## src/common/bus_pkg.sv

```systemverilog
// ==========================================================
// System bus definitions shared by the data cache and its
// bus master: widths, access attributes, request and response
// ==========================================================
`default_nettype none

package bus_pkg;

	// ==========================================================
	// Widths
	// ==========================================================

	// Width of one bus beat, which is half a cache line
	localparam int BUS_DATA_W = 128;

	// Byte address width on both the CPU and the bus side
	localparam int ADDR_W = 32;

	// ==========================================================
	// Access attributes
	// ==========================================================

	// Attribute carried with every CPU access
	// NON_CACHEABLE goes straight to the bus, the other two allocate
	typedef enum logic [1:0] {
		NON_CACHEABLE = 2'd0,
		CACHEABLE     = 2'd1,
		CACHEABLE_NB  = 2'd2
	} cache_attr_t;

	// ==========================================================
	// Bus request and response
	// ==========================================================

	// Master side of a single bus beat
	typedef struct packed {
		logic                  cyc;
		logic                  stb;
		logic                  we;
		logic [ADDR_W-1:0]     adr;
		logic [BUS_DATA_W-1:0] dat;
	} bus_req_t;

	// Slave side; ack or err ends the beat
	typedef struct packed {
		logic                  ack;
		logic                  err;
		logic [BUS_DATA_W-1:0] dat;
	} bus_resp_t;

endpackage

`default_nettype wire
```

## src/common/dcache_pkg.sv

```systemverilog
// ==========================================================
// Data cache geometry, address field positions and the
// cache line type
// ==========================================================
`default_nettype none

package dcache_pkg;

	import bus_pkg::*;

	// Four ways, so a way number fits in two bits
	localparam int WAYS  = 4;
	localparam int WAY_W = 2;

	// Sixteen sets of 32-byte lines
	localparam int SETS = 16;

	// Address bit 4 picks the lower or upper 128-bit half of a line
	localparam int HALF_BIT = 4;

	// Index field of the byte address
	localparam int IDX_LO = 5;
	localparam int IDX_HI = 8;
	localparam int IDX_W  = IDX_HI - IDX_LO + 1;

	// Everything above the index is tag
	localparam int TAG_LO = 9;
	localparam int TAG_W  = 23;

	// Width of the random wait after a bus error
	localparam int BACKOFF_MASK = 3;

	// A line is stored and copied whole, but filled, written back and
	// written by the CPU one bus beat at a time
	typedef union packed {
		logic [2*BUS_DATA_W-1:0]     line;
		logic [1:0][BUS_DATA_W-1:0] half;
	} dcache_line_u;

endpackage

`default_nettype wire

```

## src/common/dcache_array_if.sv

```systemverilog
// ==========================================================
// Strobes and levels between the cache controller and the
// tag and data arrays
// ==========================================================
`default_nettype none

interface dcache_array_if
	import bus_pkg::*;
	import dcache_pkg::*;
();

	// Request side, driven by the controller
	logic [IDX_W-1:0]      idx;
	logic [TAG_W-1:0]      tag;
	logic [WAY_W-1:0]      way;
	logic                  fill_we;
	logic                  fill_half;
	logic [BUS_DATA_W-1:0] fill_dat;
	logic                  fill_tag_we;
	logic                  hit_we;

	// Lookup results, driven by the arrays
	logic                  hit;
	dcache_line_u          hit_line;
	dcache_line_u          victim_line;
	logic [TAG_W-1:0]      victim_tag;
	logic                  victim_dirty;
	logic                  victim_valid;

	modport ctrl (
		output idx, tag, way, fill_we, fill_half, fill_dat, fill_tag_we, hit_we,
		input  hit, hit_line, victim_line, victim_tag, victim_dirty, victim_valid
	);

	modport arrays (
		input  idx, tag, way, fill_we, fill_half, fill_dat, fill_tag_we, hit_we,
		output hit, hit_line, victim_line, victim_tag, victim_dirty, victim_valid
	);

endinterface

`default_nettype wire

```

## src/dcache/dcache_ctrl.sv

```systemverilog
// ==========================================================
// Data cache controller: hit acknowledge, victim write-back,
// line fill, non-cacheable bypass and bus error retry
// ==========================================================
`default_nettype none

module dcache_ctrl
	import bus_pkg::*;
	import dcache_pkg::*;
(
	input  wire logic                  clk_i,
	input  wire logic                  rst_i,
	input  wire logic                  dce_i,
	input  wire logic                  cpu_cyc_i,
	input  wire logic                  cpu_we_i,
	input  wire cache_attr_t           cpu_attr_i,
	input  wire logic [ADDR_W-1:0]     cpu_adr_i,
	input  wire logic [BUS_DATA_W-1:0] cpu_dat_i,
	output logic                       cpu_ack_o,
	output logic [BUS_DATA_W-1:0]      cpu_dat_o,
	output bus_req_t                   bus_req_o,
	input  wire bus_resp_t             bus_resp_i,
	input  wire logic                  snoop_v_i,
	input  wire logic [ADDR_W-1:0]     snoop_adr_i,
	dcache_array_if.ctrl               arr
);

	typedef enum logic [2:0] {
		IDLE, WB0, WB1, LD0, LD1, BYP, BACKOFF
	} state_t;

	state_t                  state_q;
	state_t                  ret_q;
	state_t                  next_beat;
	bus_req_t                req_q;
	logic [16:0]             lfsr_q;
	logic [WAY_W-1:0]        way_q;
	logic [BACKOFF_MASK-1:0] wait_q;
	logic                    ack_q;
	logic [BUS_DATA_W-1:0]   byp_dat_q;

	logic                    cacheable;
	logic                    hit_ack;
	logic                    in_fill;
	logic                    filling;
	logic                    beat_done;
	logic                    snoop_restart;
	logic                    beat_we;
	logic [ADDR_W-1:0]       beat_adr;
	logic [BUS_DATA_W-1:0]   beat_dat;

	// ==========================================================
	// Access decode and CPU response
	// ==========================================================

	// Only an enabled cache with an allocating attribute uses the arrays
	assign cacheable = dce_i && (cpu_attr_i == CACHEABLE || cpu_attr_i == CACHEABLE_NB);

	// A hit is answered in the same cycle; the cycle after a bypass ack is skipped
	assign hit_ack = (state_q == IDLE) && cpu_cyc_i && !ack_q && cacheable && arr.hit;

	assign cpu_ack_o = hit_ack || ack_q;
	assign cpu_dat_o = ack_q ? byp_dat_q : arr.hit_line.half[cpu_adr_i[HALF_BIT]];

	// ==========================================================
	// Array strobes
	// ==========================================================

	assign in_fill   = (state_q == LD0) || (state_q == LD1);
	assign beat_done = req_q.cyc && bus_resp_i.ack;

	assign arr.idx = cpu_adr_i[IDX_HI:IDX_LO];
	assign arr.tag = cpu_adr_i[TAG_LO +: TAG_W];

	// In IDLE the LFSR offers a way so its victim flags can be inspected
	assign arr.way = (state_q == IDLE) ? lfsr_q[WAY_W-1:0] : way_q;

	// Fill beats and CPU writes share the data path into the arrays
	assign arr.fill_half = in_fill ? (state_q == LD1) : cpu_adr_i[HALF_BIT];
	assign arr.fill_dat  = in_fill ? bus_resp_i.dat : cpu_dat_i;

	// A snoop on the set being filled cancels the array writes of that cycle
	assign arr.fill_we     = in_fill && beat_done && !snoop_restart;
	assign arr.fill_tag_we = (state_q == LD1) && beat_done && !snoop_restart;
	assign arr.hit_we      = hit_ack && cpu_we_i;

	// Any miss handling state, including a wait after a failed miss beat
	assign filling = (state_q == WB0) || (state_q == WB1) || in_fill ||
		((state_q == BACKOFF) && (ret_q != BYP));

	// Only the index is compared, as in the arrays a tag match decides
	assign snoop_restart = snoop_v_i && filling &&
		(snoop_adr_i[IDX_HI:IDX_LO] == cpu_adr_i[IDX_HI:IDX_LO]);

	// ==========================================================
	// Bus beat contents
	// ==========================================================

	always_comb begin
		beat_we   = 1'b0;
		beat_adr  = {cpu_adr_i[ADDR_W-1:IDX_LO], 1'b0, {HALF_BIT{1'b0}}};
		beat_dat  = arr.victim_line.half[0];
		next_beat = IDLE;
		case (state_q)
			WB0: begin
				beat_we   = 1'b1;
				beat_adr  = {arr.victim_tag, arr.idx, 1'b0, {HALF_BIT{1'b0}}};
				next_beat = WB1;
			end
			WB1: begin
				beat_we   = 1'b1;
				beat_adr  = {arr.victim_tag, arr.idx, 1'b1, {HALF_BIT{1'b0}}};
				beat_dat  = arr.victim_line.half[1];
				next_beat = LD0;
			end
			LD0: next_beat = LD1;
			LD1: begin
				beat_adr = {cpu_adr_i[ADDR_W-1:IDX_LO], 1'b1, {HALF_BIT{1'b0}}};
				// Back to IDLE, where the access now hits
				next_beat = IDLE;
			end
			BYP: begin
				beat_we  = cpu_we_i;
				beat_adr = cpu_adr_i;
				beat_dat = cpu_dat_i;
			end
			default: ;
		endcase
	end

	assign bus_req_o = req_q;

	// ==========================================================
	// State machine
	// ==========================================================

	always_ff @(posedge clk_i) begin
		if (rst_i) begin
			state_q   <= IDLE;
			ret_q     <= IDLE;
			req_q.cyc <= 1'b0;
			req_q.stb <= 1'b0;
			req_q.we  <= 1'b0;
			ack_q     <= 1'b0;
			way_q     <= '0;
			wait_q    <= '0;
			lfsr_q    <= 17'h1;
		end else begin
			// Maximal length 17-bit LFSR, taps 17 and 14
			lfsr_q <= {lfsr_q[15:0], lfsr_q[16] ^ lfsr_q[13]};
			ack_q  <= 1'b0;
			case (state_q)
				IDLE: begin
					// The cycle of a bypass ack still sees the old cyc
					if (cpu_cyc_i && !ack_q) begin
						if (!cacheable) begin
							state_q <= BYP;
						end else if (!arr.hit) begin
							way_q <= arr.way;
							// Write back only if the victim holds modified data
							if (arr.victim_valid && arr.victim_dirty)
								state_q <= WB0;
							else
								state_q <= LD0;
						end
					end
				end
				WB0, WB1, LD0, LD1, BYP: begin
					if (!req_q.cyc) begin
						// Raise the beat and hold it until the slave answers
						req_q.cyc <= 1'b1;
						req_q.stb <= 1'b1;
						req_q.we  <= beat_we;
						req_q.adr <= beat_adr;
						req_q.dat <= beat_dat;
					end else if (bus_resp_i.ack || bus_resp_i.err) begin
						req_q.cyc <= 1'b0;
						req_q.stb <= 1'b0;
						req_q.we  <= 1'b0;
						if (bus_resp_i.err) begin
							// Retry the same beat after a random pause
							ret_q   <= state_q;
							wait_q  <= lfsr_q[WAY_W +: BACKOFF_MASK];
							state_q <= BACKOFF;
						end else begin
							state_q <= next_beat;
							ack_q   <= (state_q == BYP);
						end
					end
				end
				BACKOFF: begin
					if (wait_q == '0)
						state_q <= ret_q;
					else
						wait_q <= wait_q - 1'b1;
				end
				default: state_q <= IDLE;
			endcase
			// The line under fill changed; start the access over
			if (snoop_restart) begin
				req_q.cyc <= 1'b0;
				req_q.stb <= 1'b0;
				req_q.we  <= 1'b0;
				state_q   <= IDLE;
			end
		end
	end

	// Read data of a bypass beat, returned one cycle after the bus ack
	always_ff @(posedge clk_i) begin
		if ((state_q == BYP) && beat_done)
			byp_dat_q <= bus_resp_i.dat;
	end

endmodule

`default_nettype wire

```

## src/flat_wrapper.sv

```systemverilog
// flat-port wrapper written by rule: the top's interface ports become plain ports
module dcache_ctrl_flat import bus_pkg::*; import dcache_pkg::*;
  (clk_i, rst_i, dce_i, cpu_cyc_i, cpu_we_i, cpu_attr_i, cpu_adr_i, cpu_dat_i, cpu_ack_o, cpu_dat_o, bus_req_o, bus_resp_i, snoop_v_i, snoop_adr_i, arr_idx, arr_tag, arr_way, arr_fill_we, arr_fill_half, arr_fill_dat, arr_fill_tag_we, arr_hit_we, arr_hit, arr_hit_line, arr_victim_line, arr_victim_tag, arr_victim_dirty, arr_victim_valid);
  dcache_array_if arr_i ();
  input  wire logic clk_i;
  input  wire logic rst_i;
  input  wire logic dce_i;
  input  wire logic cpu_cyc_i;
  input  wire logic cpu_we_i;
  input  wire cache_attr_t cpu_attr_i;
  input  wire logic [ADDR_W-1:0] cpu_adr_i;
  input  wire logic [BUS_DATA_W-1:0] cpu_dat_i;
  output logic cpu_ack_o;
  output logic [BUS_DATA_W-1:0] cpu_dat_o;
  output bus_req_t bus_req_o;
  input  wire bus_resp_t bus_resp_i;
  input  wire logic snoop_v_i;
  input  wire logic [ADDR_W-1:0] snoop_adr_i;
  output wire logic [$bits(arr_i.idx)-1:0] arr_idx;
  output wire logic [$bits(arr_i.tag)-1:0] arr_tag;
  output wire logic [$bits(arr_i.way)-1:0] arr_way;
  output wire logic [$bits(arr_i.fill_we)-1:0] arr_fill_we;
  output wire logic [$bits(arr_i.fill_half)-1:0] arr_fill_half;
  output wire logic [$bits(arr_i.fill_dat)-1:0] arr_fill_dat;
  output wire logic [$bits(arr_i.fill_tag_we)-1:0] arr_fill_tag_we;
  output wire logic [$bits(arr_i.hit_we)-1:0] arr_hit_we;
  input wire logic [$bits(arr_i.hit)-1:0] arr_hit;
  input wire logic [$bits(arr_i.hit_line)-1:0] arr_hit_line;
  input wire logic [$bits(arr_i.victim_line)-1:0] arr_victim_line;
  input wire logic [$bits(arr_i.victim_tag)-1:0] arr_victim_tag;
  input wire logic [$bits(arr_i.victim_dirty)-1:0] arr_victim_dirty;
  input wire logic [$bits(arr_i.victim_valid)-1:0] arr_victim_valid;
  assign arr_idx = arr_i.idx;
  assign arr_tag = arr_i.tag;
  assign arr_way = arr_i.way;
  assign arr_fill_we = arr_i.fill_we;
  assign arr_fill_half = arr_i.fill_half;
  assign arr_fill_dat = arr_i.fill_dat;
  assign arr_fill_tag_we = arr_i.fill_tag_we;
  assign arr_hit_we = arr_i.hit_we;
  assign arr_i.hit = arr_hit;
  assign arr_i.hit_line = arr_hit_line;
  assign arr_i.victim_line = arr_victim_line;
  assign arr_i.victim_tag = arr_victim_tag;
  assign arr_i.victim_dirty = arr_victim_dirty;
  assign arr_i.victim_valid = arr_victim_valid;
  dcache_ctrl u_core (.clk_i(clk_i), .rst_i(rst_i), .dce_i(dce_i), .cpu_cyc_i(cpu_cyc_i), .cpu_we_i(cpu_we_i), .cpu_attr_i(cpu_attr_i), .cpu_adr_i(cpu_adr_i), .cpu_dat_i(cpu_dat_i), .cpu_ack_o(cpu_ack_o), .cpu_dat_o(cpu_dat_o), .bus_req_o(bus_req_o), .bus_resp_i(bus_resp_i), .snoop_v_i(snoop_v_i), .snoop_adr_i(snoop_adr_i), .arr(arr_i));
endmodule
```

## config.mk

```make
export PLATFORM = sky130hd
export DESIGN_NAME = dcache_ctrl_flat
export DESIGN_NICKNAME = d
export VERILOG_FILES = /design/src/common/bus_pkg.sv /design/src/common/dcache_pkg.sv /design/src/common/dcache_array_if.sv /design/src/dcache/dcache_ctrl.sv /design/src/flat_wrapper.sv
export SDC_FILE = /design/constraint.sdc
export NUM_CORES = 1
export LEC_CHECK = 0
export BUFFER_PORTS_ARGS = -buffer_cell sky130_fd_sc_hd__buf_2
export CAP_MARGIN = 20
export CORE_AREA = 3 3 510 512
export DETAILED_ROUTE_END_ITERATION = 10
export DIE_AREA = 0 0 513 515
export MAX_ROUTING_LAYER = met4
export SLEW_MARGIN = 15
export SYNTH_ARGS = -nofsm -noshare
export SYNTH_HDL_FRONTEND = slang
export SYNTH_SLANG_ARGS = --single-unit
```

## constraint.sdc

```tcl
create_clock -name clk_i -period 13.9 [get_ports clk_i]
set_clock_uncertainty 0.1 [all_clocks]
set_input_delay 2.78 -clock clk_i [delete_from_list [all_inputs] [get_ports clk_i]]
set_output_delay 2.78 -clock clk_i [all_outputs]
set_load 0.02 [all_outputs]
```

---- Word-level counts from Yosys, hierarchy flattened ----
Cells that the tools add are included.
word-level totals
  register bits ........................... 320
  bits in latches ......................... 0
  memory bits (writable) .................. 0
  bits in read-only memories .............. 0
  output and inout port bits .............. 453
  word-level logic and storage cells ...... 103
  memories ................................ 0
cells by class
  add/subtract/negate cells ............... 1
  multiply operators ...................... 0
  divide/modulo/power cells ............... 0
  magnitude comparators ................... 1
  equal/unequal tests ..................... 18
  shift operators ......................... 0
  muxes and demuxes ....................... 26
  bitwise gates (word level) .............. 6
  reduce and logical (&&, ||, !) cells .... 39
operator list
  cell                                                    count
  2-to-1 mux 128 bit                                      4
  one-hot mux 128 bit (2 select lines)                    1
  one-hot mux 32 bit (4 select lines)                     1
  2-to-1 mux 3 bit                                        13
  one-hot mux 3 bit (3 select lines)                      2
  logical AND 1 bit                                       17
  inequality test 2 bit (second input constant)           5
  AND reduction 5 bit                                     2
  OR reduction 5 bit                                      2
  == test 3 bit (second input constant)                   3
  AND reduction 4 bit                                     2
  logical OR 1 bit                                        7
  == test 3 x 2 -> 1 bit (second input constant)          2
  logical NOT 3 bit                                       2
  inequality test 3 bit (second input constant)           2
  one-hot mux 3 bit (2 select lines)                      1
  inverter 1 bit                                          5
  == test 4 bit                                           1
  2-to-1 mux 2 bit                                        2
  inequality test 2 x 1 -> 1 bit (second input constant)  2
  OR reduction 2 bit                                      2
  == test 3 x 1 -> 1 bit (second input constant)          1
  AND reduction 3 bit                                     1
  subtractor 3 x 1 -> 3 bit (second input constant)       1
  9 further kinds                                         10

---- Depth between registers and ports, before layout ----
  word-level depth ........................ 8
  gate-level depth with buffers ........... 8
  depth with buffers taken out ............ 8

---- Least setup slack after synthesis ----
No wires, ideal clock.
  path kind ............................... input to register
  start point ............................. input port rst_i
  end point ............................... register u_core.req_q (netlist bit u_core.bus_req_o[0]), enable pin
  setup time .............................. 0.876 ns
  data arrival time ....................... 14.095 ns
  slack ................................... -1.170 ns
  stages .................................. 3
  path buffers ............................ 2
  cell sequence ........................... clkbuf_1 > clkbuf_1 > nor3_1
on the way
  longest elaborated chain between the ends .. 2
ends and longest elaborated chain
  what                           RTL line           text
  from (decl)                    flat_wrapper.sv:6  input wire logic rst_i;
  inverter 1 bit (no line)       --
  AND reduction 3 bit (no line)  --
  to (decl)                      dcache_ctrl.sv:35  bus_req_t req_q;
No other way between the ends.
A chain may end at the register's enable or synchronous reset.

---- Worst setup path in the final report ----
  start point ............................. input port cpu_adr_i[4]
  end point ............................... output port cpu_dat_o[121]
on the way
  longest elaborated chain between the ends .. 3
ends and longest elaborated chain
  what                                                    RTL line            text
  from (decl)                                             flat_wrapper.sv:11  input wire logic [ADDR_W-1:0] cpu_adr_i;
  2-to-1 mux 128 bit (implied by the code) (2 in series)  dcache_ctrl.sv:63   assign cpu_dat_o = ack_q ? byp_dat_q : arr.hit_line.half[cpu_adr_i[HALF_BIT]];
  2-to-1 mux 128 bit                                      dcache_ctrl.sv:63
  to (decl)                                               flat_wrapper.sv:14  output logic [BUS_DATA_W-1:0] cpu_dat_o;
No other way between the ends. The select of a mux whose other input is x is not followed.

==> reports/metrics.cfg <==
[timing]
rsz0062_at_grt = no
period_share_pct = 57.5
fin_crit_ns = 7.99
whs_ns = 0.334
setup_viol = 0
setup-tns-final_ns = 0
hold_viol = 0
slew_headroom_pct = 30.5
fmax_mhz = 125
slew_violations = 0
tightest_slew_ns = 1.04

[hold_path]
hold_path.class = flop to flop
min_from = u_core.lfsr_q[6]
holdPathEnd = u_core.lfsr_q[7]
min_path_cells = 1

[routing]
routed.top_layer = met4
wl_per_cell_um = 32.6
vias_per_cell = 3.03
dr_wl_met3_um = 30400
drt-initial-drc-count = 1308
wl_met1_um = 73300
drt_first_pass_iters = 5
drc = 0
antenna_left = 0
met2WireLength_um = 94200
wirelength_um = 207000
vias = 19200

[logic_synthesis]
syn-mean-instance-area_um2 = 11.1
ys_seq_elements = 320
yosysSeqAreaShare_pct = 54.6
ys_types = 50
synth_area_mm2 = 0.0170
synth_flop_cell = edfxtp_1
synth-edff-count = 288
synthArstFlopShare_pct = 0
synth_cells = 1527
yosysWarnings = 0
synthesis.nets = 2397

[power]
p_per_area_mw_per_mm2 = 172
p_total_mw = 5.07
p_leak_nw = 12.1
vdd_ir_drop_max_mv = 0.103

[job]
maxCapViolations = 0

[cts]
clk_pin_slew_ns = 0.06
htree_levels = 2
cts_hold_buf = 0
root_buffer = clkbuf_16
clock_sinks = 320
postCtsSetupRepairBufs = 0
cts_made_buffers = 53
clock_latency_ns = 0.69
cts_tree = built
post_cts_resized = 0
clk_path_buf_depth = 3

[place]
hpwl_um = 182000
numPortBuffers = 1292
place_congestion = 0.953
dp.cells = 6098

[worst_setup_path]
r2r_start = u_core.state_q[0]
reg2reg_slack_ns = 9.08
path_class = primary input to output pin
cp_data_required_time_ns = 11.02
timing.rr.end = u_core.byp_dat_q[44]
crit_path_max_fanout = 47
startpoint_type = primary input
cp.arrival_ns = 5.11
ff2ff_path_depth = 5
worstSetupEndpointType = output pin

[die]
ios = 1321
die_x_um = 513
die_h_um = 515
rows = 186
core_mm2 = 0.256
dieArea_mm2 = 0.264
initial_utilization_pct = 6.63

[global_route]
grt_overflow_total = 0
grt_pass1_wl_um = 243000
grt_max_degree = 131
antenna_found_initial = 260
grt_pass1_vias = 18000
grt_use_total_pct = 15.3

[cells_and_area]
area_growth_pct = 73.0
stdcell_count = 6339
nFillCells = 29700
nets = 3639
drive_gt1_share_pct = 55.5
fin_util_pct = 11.5

[outcome]
outcome = complete, no violations

[logic make-up (layout without fill, tap and decap cells)]
group,after synthesis,count (layout),share of synthesized area [%]
fa+ha+maj,2,2,0.147
flops,320,320,54.6
compound gates,288,288,10.7
mux,287,287,18.0
other cells,0,144,0
xor+xnor,6,6,0.309
simple gates,477,477,11.5
buf+inv,147,1431,4.66
[state kept, by name (all words and copies together) (netlist names)]
| name | count |
|---|---|
| u_core.bus_req_o | 163 |
| u_core.byp_dat_q | 128 |
| u_core.way_q | 2 |
| u_core.ret_q | 3 |
| u_core.wait_q | 3 |
| u_core.state_q | 3 |
| u_core.ack_q | 1 |
| u_core.lfsr_q | 17 |
[synth_stat cells (2+ instances only)]
| master | n | area [um2] |
|---|---|---|
| nor2_1 | 19 | 71.3 |
| nand2_1 | 401 | 1510 |
| a211oi_1 | 3 | 22.5 |
| nand2b_1 | 6 | 37.5 |
| nor3_1 | 4 | 20.0 |
| a21oi_2 | 2 | 17.5 |
| dfxtp_1 | 32 | 641 |
| a22oi_1 | 128 | 961 |
| mux2_2 | 131 | 1480 |
| clkbuf_1 | 48 | 180 |
| ha_1 | 2 | 25.0 |
| o21ai_0 | 134 | 671 |
| xor2_1 | 2 | 17.5 |
| buf_2 | 39 | 195 |
| nor2b_1 | 20 | 125 |
| xnor2_1 | 4 | 35.0 |
| a21oi_1 | 10 | 50.1 |
| mux2i_1 | 136 | 1360 |
| nor3b_1 | 3 | 22.5 |
| nand3b_1 | 2 | 15.0 |
| o21ai_1 | 2 | 10.0 |
| mux2_1 | 20 | 225 |
| and3_1 | 6 | 37.5 |
| buf_1 | 5 | 18.8 |
| inv_1 | 5 | 18.8 |
| nand4_1 | 2 | 12.5 |
| edfxtp_1 | 288 | 8650 |
| buf_4 | 49 | 368 |
| nand3_1 | 3 | 15.0 |
[final cells by class]
type,count,area [um2],share of cell area (%)
Antenna cell,144,360,1.23
Clock buffer,57,1350,4.59
Clock inverter,40,407,1.38
Inverter,5,18.8,0.0638
Multi-Input combinational cell,1060,6970,23.7
Sequential cell,320,9290,31.6
Tap cell,3384,4230,14.4
Timing Repair Buffer,1329,6780,23.0
[worst max-delay path by stage]
stage | start | endpoint | slack [ns] | cells past startpoint
after floorplan | rst_i | u_core.bus_req_o[0] | 3.86 | 3
after global placement | cpu_adr_i[4] | cpu_dat_o[121] | 5.71 | 5
after detailed placement | cpu_adr_i[4] | cpu_dat_o[121] | 5.69 | 5
after CTS | cpu_adr_i[4] | cpu_dat_o[121] | 5.70 | 5
after global routing | cpu_adr_i[4] | cpu_dat_o[121] | 5.76 | 5
final | cpu_adr_i[4] | cpu_dat_o[121] | 5.91 | 5
[cells in the final DEF (no fill, tap or decap), types with 4 or more instances in the layout]
master and count:
clkbuf_16 53, inv_1 5, nand2_1 401, inv_6 7, o21ai_0 134, bufinv_16 5
a22oi_1 128, nor2b_1 20, clkinv_2 12, buf_4 35, buf_2 1291, mux2i_1 136
clkinv_1 7, mux2_2 131, dfxtp_1 31, diode_2 144, edfxtp_1 288, a21oi_1 10
nand2b_1 6, xnor2_1 4, and3_1 5, mux2_1 20, nor2_1 17
[where the power goes]
| group | leakage [nW] | switching, mW | internal (mW) |
|---|---|---|---|
| combinational | 8.32 | 1.64 | 0.655 |
| sequential | 2.90 | 0.0483 | 1.29 |
| clock | 0.867 | 0.622 | 0.804 |
| total | 12.1 | 2.31 | 2.75 |
[per-layer routing]
metal / GRT usage, % / vias to the layer above
met5: - / -
met1: 16.2 / 9033
li1: - / 8246
met2: 24.5 / 1510
met4: 5.17 / 0
met3: 7.96 / 398
[worst max-delay path, cell delays in order]
cell     delay (ns)
buf_8          0.45
buf_4          0.62
mux2i_1        0.73
o21ai_0        0.15
buf_2          0.27
[metrics by stage]
stage | area, um2 | setup WS [ns]
6_report | 29400 | 5.91
5_1_grt | 29400 | 5.76
4_1_cts | 29100 | 5.70
3_5_place_dp | 27300 | 5.69
3_3_place_gp | 27300 | 5.71
2_1_floorplan | 17000 | 3.86
Note: power is estimated with default switching activity, not from simulation.
